## src/apbPkg.sv

```systemverilog
// APB bus definitions for the word game register block.
// Request and response bundles plus the register map.

package apbPkg;

    // --------------------
    // Bus bundles
    // --------------------
    typedef struct packed {
        logic        psel;
        logic        penable;
        logic        pwrite;
        logic [7:0]  paddr;
        logic [31:0] pwdata;
    } apbReq;

    typedef struct packed {
        logic [31:0] prdata;
        logic        pready;
        logic        pslverr;
    } apbRsp;

    // --------------------
    // Register map
    // --------------------
    typedef enum logic [7:0] {
        WORD_LO = 8'h00, // Letters 0 to 3, letter 0 on top.
        WORD_HI = 8'h04, // Letters 4 to 7.
        CTRL    = 8'h08, // Start and end pulses.
        STATUS  = 8'h0C  // Read only.
    } regAddr;

endpackage

```

## src/gamePkg.sv

```systemverilog
// Word game types shared by the registers and the guess pipeline.
// Letters, the game phase and the stage-to-stage bundles.

package gamePkg;

    typedef logic [7:0] letter;

    localparam int maxLetters = 8;

    typedef enum logic [1:0] {
        SETUP = 2'd0,
        PLAY  = 2'd1,
        WON   = 2'd2,
        LOST  = 2'd3
    } gamePhase;

    // Position 0 sits in the top byte.
    typedef letter [0:maxLetters-1] secretWord;

    // --------------------
    // Pipeline bundles
    // --------------------
    typedef struct packed {
        logic  valid;
        letter guess;
    } guessItem;

    typedef struct packed {
        logic                  valid;
        logic [3:0]            hits;  // Newly revealed positions.
        logic [maxLetters-1:0] mask;
    } matchResult;

    typedef struct packed {
        logic start;
        logic stop;
    } gameCtrl;

    typedef struct packed {
        gamePhase              phase;
        logic [3:0]            correct;
        logic [2:0]            mistakes;
        logic [maxLetters-1:0] mask;
    } gameStatus;

endpackage

```

## src/apbWordRegs.sv

```systemverilog
// APB slave for the word game.
// Holds the secret word, issues start and end pulses, reports status.

module apbWordRegs (
    input  logic                clk,
    input  logic                nRst,
    input  apbPkg::apbReq       apbIn,
    output apbPkg::apbRsp       apbOut,
    input  gamePkg::gameStatus  status,
    output gamePkg::secretWord  word,
    output gamePkg::gameCtrl    ctrl
);
    import apbPkg::*;

    logic        setup;
    logic        access;
    logic        wrEn;
    logic        addrOk;
    logic [31:0] wordLo;
    logic [31:0] wordHi;
    logic [31:0] rdData;

    assign setup  = apbIn.psel && !apbIn.penable;
    assign access = apbIn.psel && apbIn.penable;
    assign wrEn   = access && apbIn.pwrite && addrOk;

    // --------------------
    // Address decode
    // --------------------
    always_comb begin
        addrOk = 1'b1;
        rdData = '0;
        case (apbIn.paddr)
            WORD_LO: rdData = wordLo;
            WORD_HI: rdData = wordHi;
            CTRL:    rdData = '0; // Pulses only.
            STATUS:  rdData = {8'h00, status.mask, 7'h00, status.mistakes,
                               status.correct, status.phase};
            default: addrOk = 1'b0;
        endcase
    end

    assign apbOut = '{prdata:  (access && !apbIn.pwrite) ? rdData : 32'h0,
                      pready:  1'b1,
                      pslverr: access && !addrOk};

    // --------------------
    // Host registers
    // --------------------
    always_ff @(posedge clk or negedge nRst) begin
        if (!nRst) begin
            wordLo <= '0;
            wordHi <= '0;
            ctrl   <= '0;
        end else begin
            ctrl <= '0;
            if (wrEn) begin
                case (apbIn.paddr)
                    WORD_LO: wordLo <= apbIn.pwdata;
                    WORD_HI: wordHi <= apbIn.pwdata;
                    CTRL:    ctrl <= '{start: apbIn.pwdata[0], stop: apbIn.pwdata[1]};
                    default: ;
                endcase
            end
        end
    end

    // Game word is frozen for the whole game.
    always_ff @(posedge clk) begin
        if (ctrl.start) begin
            word <= {wordLo, wordHi};
        end
    end

    // Error only in an access cycle that followed its setup cycle.
    errInAccess: assert property (@(posedge clk) disable iff (!nRst)
        apbOut.pslverr |-> access && $past(setup));

endmodule

```

## src/guessCapture.sv

```systemverilog
// Guess capture stage.
// One-deep buffer for player letters, open only while a game is in play.

module guessCapture (
    input  logic               clk,
    input  logic               nRst,
    input  logic               guessValid,
    input  gamePkg::letter     guessLetter,
    output logic               guessReady,
    input  gamePkg::gamePhase  phase,
    input  logic               stop,
    input  logic               matchBusy,
    output gamePkg::guessItem  item
);
    import gamePkg::*;

    logic  bufValid;
    letter bufLetter;
    logic  take;
    logic  accept;

    assign item       = '{valid: bufValid && (phase == PLAY), guess: bufLetter};
    assign take       = item.valid && !matchBusy;
    assign guessReady = (phase == PLAY) && !stop && (!bufValid || take);
    assign accept     = guessValid && guessReady;

    always_ff @(posedge clk or negedge nRst) begin
        if (!nRst) begin
            bufValid <= 1'b0;
        end else if (stop) begin
            bufValid <= 1'b0; // Flush.
        end else if (accept) begin
            bufValid <= 1'b1;
        end else if (take) begin
            bufValid <= 1'b0;
        end
    end

    always_ff @(posedge clk) begin
        if (accept) begin
            bufLetter <= guessLetter;
        end
    end

    // A waiting guess is held until the match stage takes it.
    holdWhileWaiting: assert property (@(posedge clk) disable iff (!nRst)
        (bufValid && !take && !stop) |=> (bufValid && $stable(bufLetter)));

endmodule

```

## src/letterMatch.sv

```systemverilog
// Letter match stage.
// Compares the held guess against one word position per clock and
// keeps the mask of revealed positions for the running game.

module letterMatch #(
    parameter int wordLen = 5
) (
    input  logic                clk,
    input  logic                nRst,
    input  gamePkg::guessItem   item,
    input  gamePkg::secretWord  word,
    input  gamePkg::gameCtrl    ctrl,
    output logic                matchBusy,
    output gamePkg::letter      letterOut,
    output gamePkg::matchResult result
);
    import gamePkg::*;

    typedef enum logic [1:0] {
        IDLE,
        SCAN,
        DONE
    } scanState;

    localparam int posBits = $clog2(maxLetters);
    localparam logic [posBits-1:0] lastPos = posBits'(wordLen - 1);

    scanState              state;
    logic [posBits-1:0]    pos;
    letter                 heldLetter;
    logic [maxLetters-1:0] mask;
    logic [3:0]            hitCount;
    logic                  resultValid;
    logic                  hit;

    // Already revealed positions do not count again.
    assign hit = (state == SCAN) && (word[pos] == heldLetter) && !mask[pos];

    assign matchBusy = (state != IDLE);
    assign letterOut = heldLetter;
    assign result    = '{valid: resultValid, hits: hitCount, mask: mask};

    // --------------------
    // Scan control
    // --------------------
    always_ff @(posedge clk or negedge nRst) begin
        if (!nRst) begin
            state       <= IDLE;
            pos         <= '0;
            hitCount    <= '0;
            resultValid <= 1'b0;
            heldLetter  <= '0;
        end else begin
            resultValid <= 1'b0;
            if (ctrl.start || ctrl.stop) begin
                state <= IDLE; // Abandon any scan.
            end else begin
                case (state)
                    IDLE: begin
                        if (item.valid) begin
                            heldLetter <= item.guess;
                            pos        <= '0;
                            hitCount   <= '0;
                            state      <= SCAN;
                        end
                    end
                    SCAN: begin
                        if (hit) begin
                            hitCount <= hitCount + 4'd1;
                        end
                        if (pos == lastPos) begin
                            state <= DONE;
                        end else begin
                            pos <= pos + 1'b1;
                        end
                    end
                    DONE: begin
                        resultValid <= 1'b1; // Hits are final here.
                        state       <= IDLE;
                    end
                    default: state <= IDLE;
                endcase
            end
        end
    end

    // --------------------
    // Revealed mask
    // --------------------
    always_ff @(posedge clk or negedge nRst) begin
        if (!nRst) begin
            mask <= '0;
        end else if (ctrl.start) begin
            mask <= '0;
        end else if (hit && !ctrl.stop) begin
            mask[pos] <= 1'b1;
        end
    end

    // Revealed positions stay revealed until a new game.
    maskSticky: assert property (@(posedge clk) disable iff (!nRst)
        ((mask & $past(mask)) != $past(mask)) |-> $past(ctrl.start));

endmodule

```

## src/scoreKeeper.sv

```systemverilog
// Score stage.
// Counts correct letters and mistakes, runs the game phase and the lamps.

module scoreKeeper #(
    parameter int wordLen     = 5,
    parameter int maxMistakes = 6
) (
    input  logic                clk,
    input  logic                nRst,
    input  gamePkg::matchResult result,
    input  gamePkg::gameCtrl    ctrl,
    output gamePkg::gamePhase   phase,
    output logic [3:0]          correct,
    output logic [2:0]          mistakes,
    output logic                mistake,
    output logic                green,
    output logic                red
);
    import gamePkg::*;

    logic [3:0] correctNext;
    logic [2:0] mistakesNext;

    assign correctNext  = correct + result.hits;
    assign mistakesNext = mistakes + 3'd1;

    always_ff @(posedge clk or negedge nRst) begin
        if (!nRst) begin
            phase    <= SETUP;
            correct  <= '0;
            mistakes <= '0;
            mistake  <= 1'b0;
        end else begin
            mistake <= 1'b0;
            if (ctrl.stop) begin
                phase <= SETUP;
            end else if (ctrl.start) begin
                phase    <= PLAY;
                correct  <= '0;
                mistakes <= '0;
            end else if (result.valid && (phase == PLAY)) begin
                if (result.hits != 4'd0) begin
                    correct <= correctNext;
                    if (correctNext >= 4'(wordLen)) begin
                        phase <= WON;
                    end
                end else begin
                    mistakes <= mistakesNext;
                    mistake  <= 1'b1;
                    if (mistakesNext >= 3'(maxMistakes)) begin
                        phase <= LOST;
                    end
                end
            end
        end
    end

    assign green = (phase == WON);
    assign red   = (phase == LOST);

    // Hits come from the match stage, which never counts a position twice.
    correctBound: assert property (@(posedge clk) disable iff (!nRst)
        correct <= 4'(wordLen));
    mistakeBound: assert property (@(posedge clk) disable iff (!nRst)
        mistakes <= 3'(maxMistakes));

endmodule

```

## src/wordGame.sv

```systemverilog
// Word game top level.
// APB register block feeding the capture, match and score stages.

module wordGame #(
    parameter int wordLen     = 5,
    parameter int maxMistakes = 6
) (
    input  logic                             clk,
    input  logic                             nRst,
    input  apbPkg::apbReq                    apbIn,
    output apbPkg::apbRsp                    apbOut,
    input  logic                             guessValid,
    input  gamePkg::letter                   guessLetter,
    output logic                             guessReady,
    output gamePkg::letter                   letterOut,
    output logic [gamePkg::maxLetters-1:0]   revealed,
    output logic [3:0]                       correct,
    output logic [2:0]                       mistakes,
    output logic                             mistake,
    output logic                             green,
    output logic                             red
);
    import gamePkg::*;

    secretWord  word;
    gameCtrl    ctrl;
    gameStatus  status;
    gamePhase   phase;
    guessItem   item;
    matchResult result;
    logic       matchBusy;

    assign status   = '{phase: phase, correct: correct, mistakes: mistakes, mask: result.mask};
    assign revealed = result.mask;

    apbWordRegs regs0 (
        .clk(clk), .nRst(nRst),
        .apbIn(apbIn), .apbOut(apbOut),
        .status(status), .word(word), .ctrl(ctrl)
    );

    guessCapture capture0 (
        .clk(clk), .nRst(nRst),
        .guessValid(guessValid), .guessLetter(guessLetter), .guessReady(guessReady),
        .phase(phase), .stop(ctrl.stop), .matchBusy(matchBusy), .item(item)
    );

    letterMatch #(.wordLen(wordLen)) match0 (
        .clk(clk), .nRst(nRst),
        .item(item), .word(word), .ctrl(ctrl),
        .matchBusy(matchBusy), .letterOut(letterOut), .result(result)
    );

    scoreKeeper #(.wordLen(wordLen), .maxMistakes(maxMistakes)) score0 (
        .clk(clk), .nRst(nRst),
        .result(result), .ctrl(ctrl), .phase(phase),
        .correct(correct), .mistakes(mistakes), .mistake(mistake),
        .green(green), .red(red)
    );

endmodule

```

## config.mk

```make
export PLATFORM = sky130hd
export DESIGN_NAME = wordGame
export DESIGN_NICKNAME = d
export VERILOG_FILES = /design/src/apbPkg.sv /design/src/gamePkg.sv /design/src/apbWordRegs.sv /design/src/guessCapture.sv /design/src/letterMatch.sv /design/src/scoreKeeper.sv /design/src/wordGame.sv
export SDC_FILE = /design/constraint.sdc
export NUM_CORES = 1
export LEC_CHECK = 0
export BUFFER_PORTS_ARGS = -buffer_cell sky130_fd_sc_hd__buf_2
export CORE_MARGIN = 1
export CORE_UTILIZATION = 60
export CTS_CLUSTER_DIAMETER = 60
export CTS_CLUSTER_SIZE = 14
export DETAILED_ROUTE_END_ITERATION = 12
export PLACE_DENSITY = 0.91
export REMOVE_ABC_BUFFERS = 1
export SYNTH_ARGS = -nofsm -noshare
export SYNTH_HDL_FRONTEND = slang
export SYNTH_SLANG_ARGS = --single-unit
export TNS_END_PERCENT = 50
```

## constraint.sdc

```tcl
create_clock -name clk -period 6.43 [get_ports clk]
set_input_delay 0.3215 -clock clk [delete_from_list [all_inputs] [get_ports clk]]
set_output_delay 0.3215 -clock clk [all_outputs]
set_load 0.02 [all_outputs]
```

==> impl_results.md <==
* Status: complete, no violations
* Clock transition at path regs at 0.07 ns
* LEAKAGE at 4.06 nW
* Layout cells sized above 1 at 33.4%
* Fin Setup TNS at 0 ns
* CP Max Fanout at 27
* Main combinational cell family by area after synthesis: multiplexers
* Initial antenna violation count at 0
* Rows at 41
* Cells after synthesis at 593
* GRT Total Usage at 28.2%
* Mux cell area share after synthesis at 19.5%
* Setup violators final at 0
* Post-layout util at 72.1%
* Ys async rst share at 58.9%
* EDFF count, synth at 72
* DRT antenna net count at 0
* Post-Syn Area at 7870 sq um
* Hold/Removal Path Class: input port to flip-flop
* Power Dens Cells at 302 nW/um^2
* CTS H-tree lvls at 4
* Worst Setup End Kind: flip-flop
* Final #Nets at 766
* Adder-Cell Fraction of Synth Area at 1.68%
* Routed vias at 5309
* R2R depth at 7
* Die W at 117 um
* Final Cycle Share at 49.5%
* CTS tree: done
* Mapped Avg Cell Area at 13.3 sq um
* Top cells by area, synth: dfrtp_1, edfxtp_1, mux2_2
* Endpoints failing hold at 0
* Port Buffers at 113
* Main flop type after synthesis: dfrtp_1
* CP Data Required Time at 6.77 ns
* Max_slew headroom at 24.8%
* Post-synthesis register bit count at 175
* Crit path to: match0.mask[5]
* Sequential share of the synthesized area at 60.2%
* Max-cap violations at 0
* Core area at 12700 sq um
* Num ports at 115
* Least-Margin Pin Slew at 1.13 ns
* Initial drt markers at 403
* Layout Skew at 0.00955 ns
* Post-Synth XOR/XNOR Area at 1.45%
* CTS buffer count at 17
* Diode count at 0
* Filler cell count in the final layout at 859
* Pre-antenna DRT Iters at 7
* GP Congestion at 0.884
* CP startpoint: match0.pos[2]
* Worst path arrival time at 3.53 ns
* GR Overflow Total at 0
* Critical path class: flip-flop to flip-flop
* First-pass GRT wire length at 27.6 mm
* Total Routed Length at 17.8 mm
* Yosys top cell area share at 32.7%
* Starting Density at 61.9%
* Die ar. at 13600 sq um
* Clock sink count at 175
* Post-synth top area cell: dfrtp_1
* Worst reg2reg path endpoint: match0.mask[5]
* Pins Over Slew Limit at 0
* Largest net degree at the start of global routing at 77
* Placed wire-length estimate after detailed placement at 11.9 mm
* Clock latency on the worst-skew pair at 0.43 ns
* CTS root buffer: clkbuf_16
* Synth Area in Simple Gates at 8.96%
* Post-route DRC at 0
* Startpoint Class: flip-flop
* Worst R2R Start: match0.pos[2]
* Warnings, synthesis at 0
* Compound-Gate Fraction of Synth Area at 5.83%
* Unrepaired setup endpoints after global routing: no
* Worst-case clock buffer depth at 2
* Peak supply drop at 0.215 mV
* Post-CTS Setup Bufs at 0
* Wire per inst at 20.0 um
* Crit path time final at 3.19 ns
* Vias per inst at 5.99
* R2R Setup Slk at 3.24 ns
* Die H at 117 um
* Vias in the first global route at 5241
* Post-synthesis cell type count at 56
* Area growth from synthesis to layout at 16.5%
* Fmax achieved at 0.314 GHz
-- what timing repair did --
action	4_1_cts	5_1_grt
hold buffers	1	0
gates resized for setup	0	0
hold endpoints to repair	52	0
-- worst min-delay path by stage --
stage                         startpoint               endpoint  slack, ns  depth (start not counted)
after CTS                 guessLetter[4]  capture0.bufLetter[4]       0.06                          1
after detailed placement            nRst      score0.correct[0]       0.41                          1
after global placement              nRst     score0.mistakes[2]       0.39                          1
final                     guessLetter[4]  capture0.bufLetter[4]       0.08                          1
after global routing      guessLetter[4]  capture0.bufLetter[4]       0.06                          1
after floorplan                     nRst      capture0.bufValid       0.03                          0
-- layout by cell type, fill, tap and decap left out, drive strengths merged, types with 15 or more instances in the layout --
| cell type | Yosys | final |
|---|---|---|
| a21oi | 24 | 24 |
| buf | 14 | 119 |
| clkbuf | 16 | 21 |
| dfrtp | 103 | 103 |
| edfxtp | 72 | 72 |
| inv | 11 | 15 |
| mux2 | 76 | 76 |
| mux2i | 54 | 54 |
| nand2 | 28 | 28 |
| nor2 | 67 | 67 |
-- flip-flops by register name, summed over array words and instances, names as in the netlist --
name and count:
match0.pos 3, regs0.word 64, regs0.wordHi 32, match0.mask 8, score0.mistake 1, regs0.wordLo 32, score0.mistakes 3, capture0.bufLetter 8
capture0.bufValid 1, match0.letterOut 8, match0.state 2, match0.hitCount 4, regs0.ctrl 2, score0.phase 2, match0.resultValid 1, score0.correct 4
-- final cells by class --
class | count | area, sq um | area share, %
flip-flops and latches | 175 | 4740 | 51.7
multi-input cells | 377 | 2960 | 32.3
repair buffers | 120 | 623 | 6.79
clock buffers | 21 | 460 | 5.02
well taps | 172 | 215 | 2.35
clock inverters | 11 | 129 | 1.41
inverters | 11 | 41.3 | 0.450
-- kinds of logic after synthesis --
group           after synthesis
other cells                   1
simple gates                146
compound gates               71
flops                       175
mux                         136
buf+inv                      41
fa+ha+maj                    10
xor+xnor                     13
-- stage by stage --
stage / power (mW) / area (sq um) / hold slack, ns / worst slack (ns) / std cells
2_1_floorplan: 1.58 / 7730 / 0.0259 / 2.49 / 563
3_3_place_gp: 1.73 / 8570 / 0.389 / 3.45 / 854
3_5_place_dp: 1.75 / 8570 / 0.414 / 3.33 / 854
4_1_cts: 2.77 / 9170 / 0.0601 / 3.29 / 887
5_1_grt: 2.86 / 9170 / 0.0555 / 3.05 / 887
6_report: 2.77 / 9170 / 0.0763 / 3.24 / 887
-- cells in the mapped netlist, types with 2 or more instances --
cell type	n
a22oi_1	5
mux4_2	5
o22ai_1	5
or3_1	2
nor4_4	2
nor4_1	2
mux2i_1	54
buf_2	9
mux2_2	76
a221oi_1	2
nand4_1	2
nor3b_1	2
a211oi_1	3
nand2b_1	3
inv_1	10
and3_1	3
o21ai_0	11
clkbuf_1	16
o21a_1	3
edfxtp_1	72
nor2_1	67
o2bb2ai_1	6
xnor2_1	8
o41ai_1	3
buf_4	3
nand2_1	28
ha_1	9
nand3_1	8
nor2b_1	11
xor2_1	5
nor3_1	3
a21oi_1	24
and2_1	6
dfrtp_1	103
-- where the power goes --
part           leakage [nW]  total (mW)  internal (mW)  switching [mW]
clock                 0.292        1.02          0.598           0.426
combinational          1.76       0.454          0.193           0.262
sequential             2.00        1.29           1.20          0.0934
total                  4.06        2.77           1.99           0.781
-- metal layers --
metal  GRT usage [%]  share of wire (%)  vias to the layer above
met2            45.2                 49                      258
met4            12.0                2.7                        0
met3            7.47                8.1                       41
met5               0                  0                        -
li1                -                  -                     2372
met1            36.6                 40                     2638
-- critical path: stages (launching register included) --
cell       delay [ns]
dfrtp_1          1.09
mux4_2           0.39
mux2i_1          0.15
a221oi_1         0.37
o221ai_1         0.26
nor4_4           0.30
nand4_1          0.27
o2bb2ai_1        0.26
Note: power is estimated with default switching activity, not from simulation.
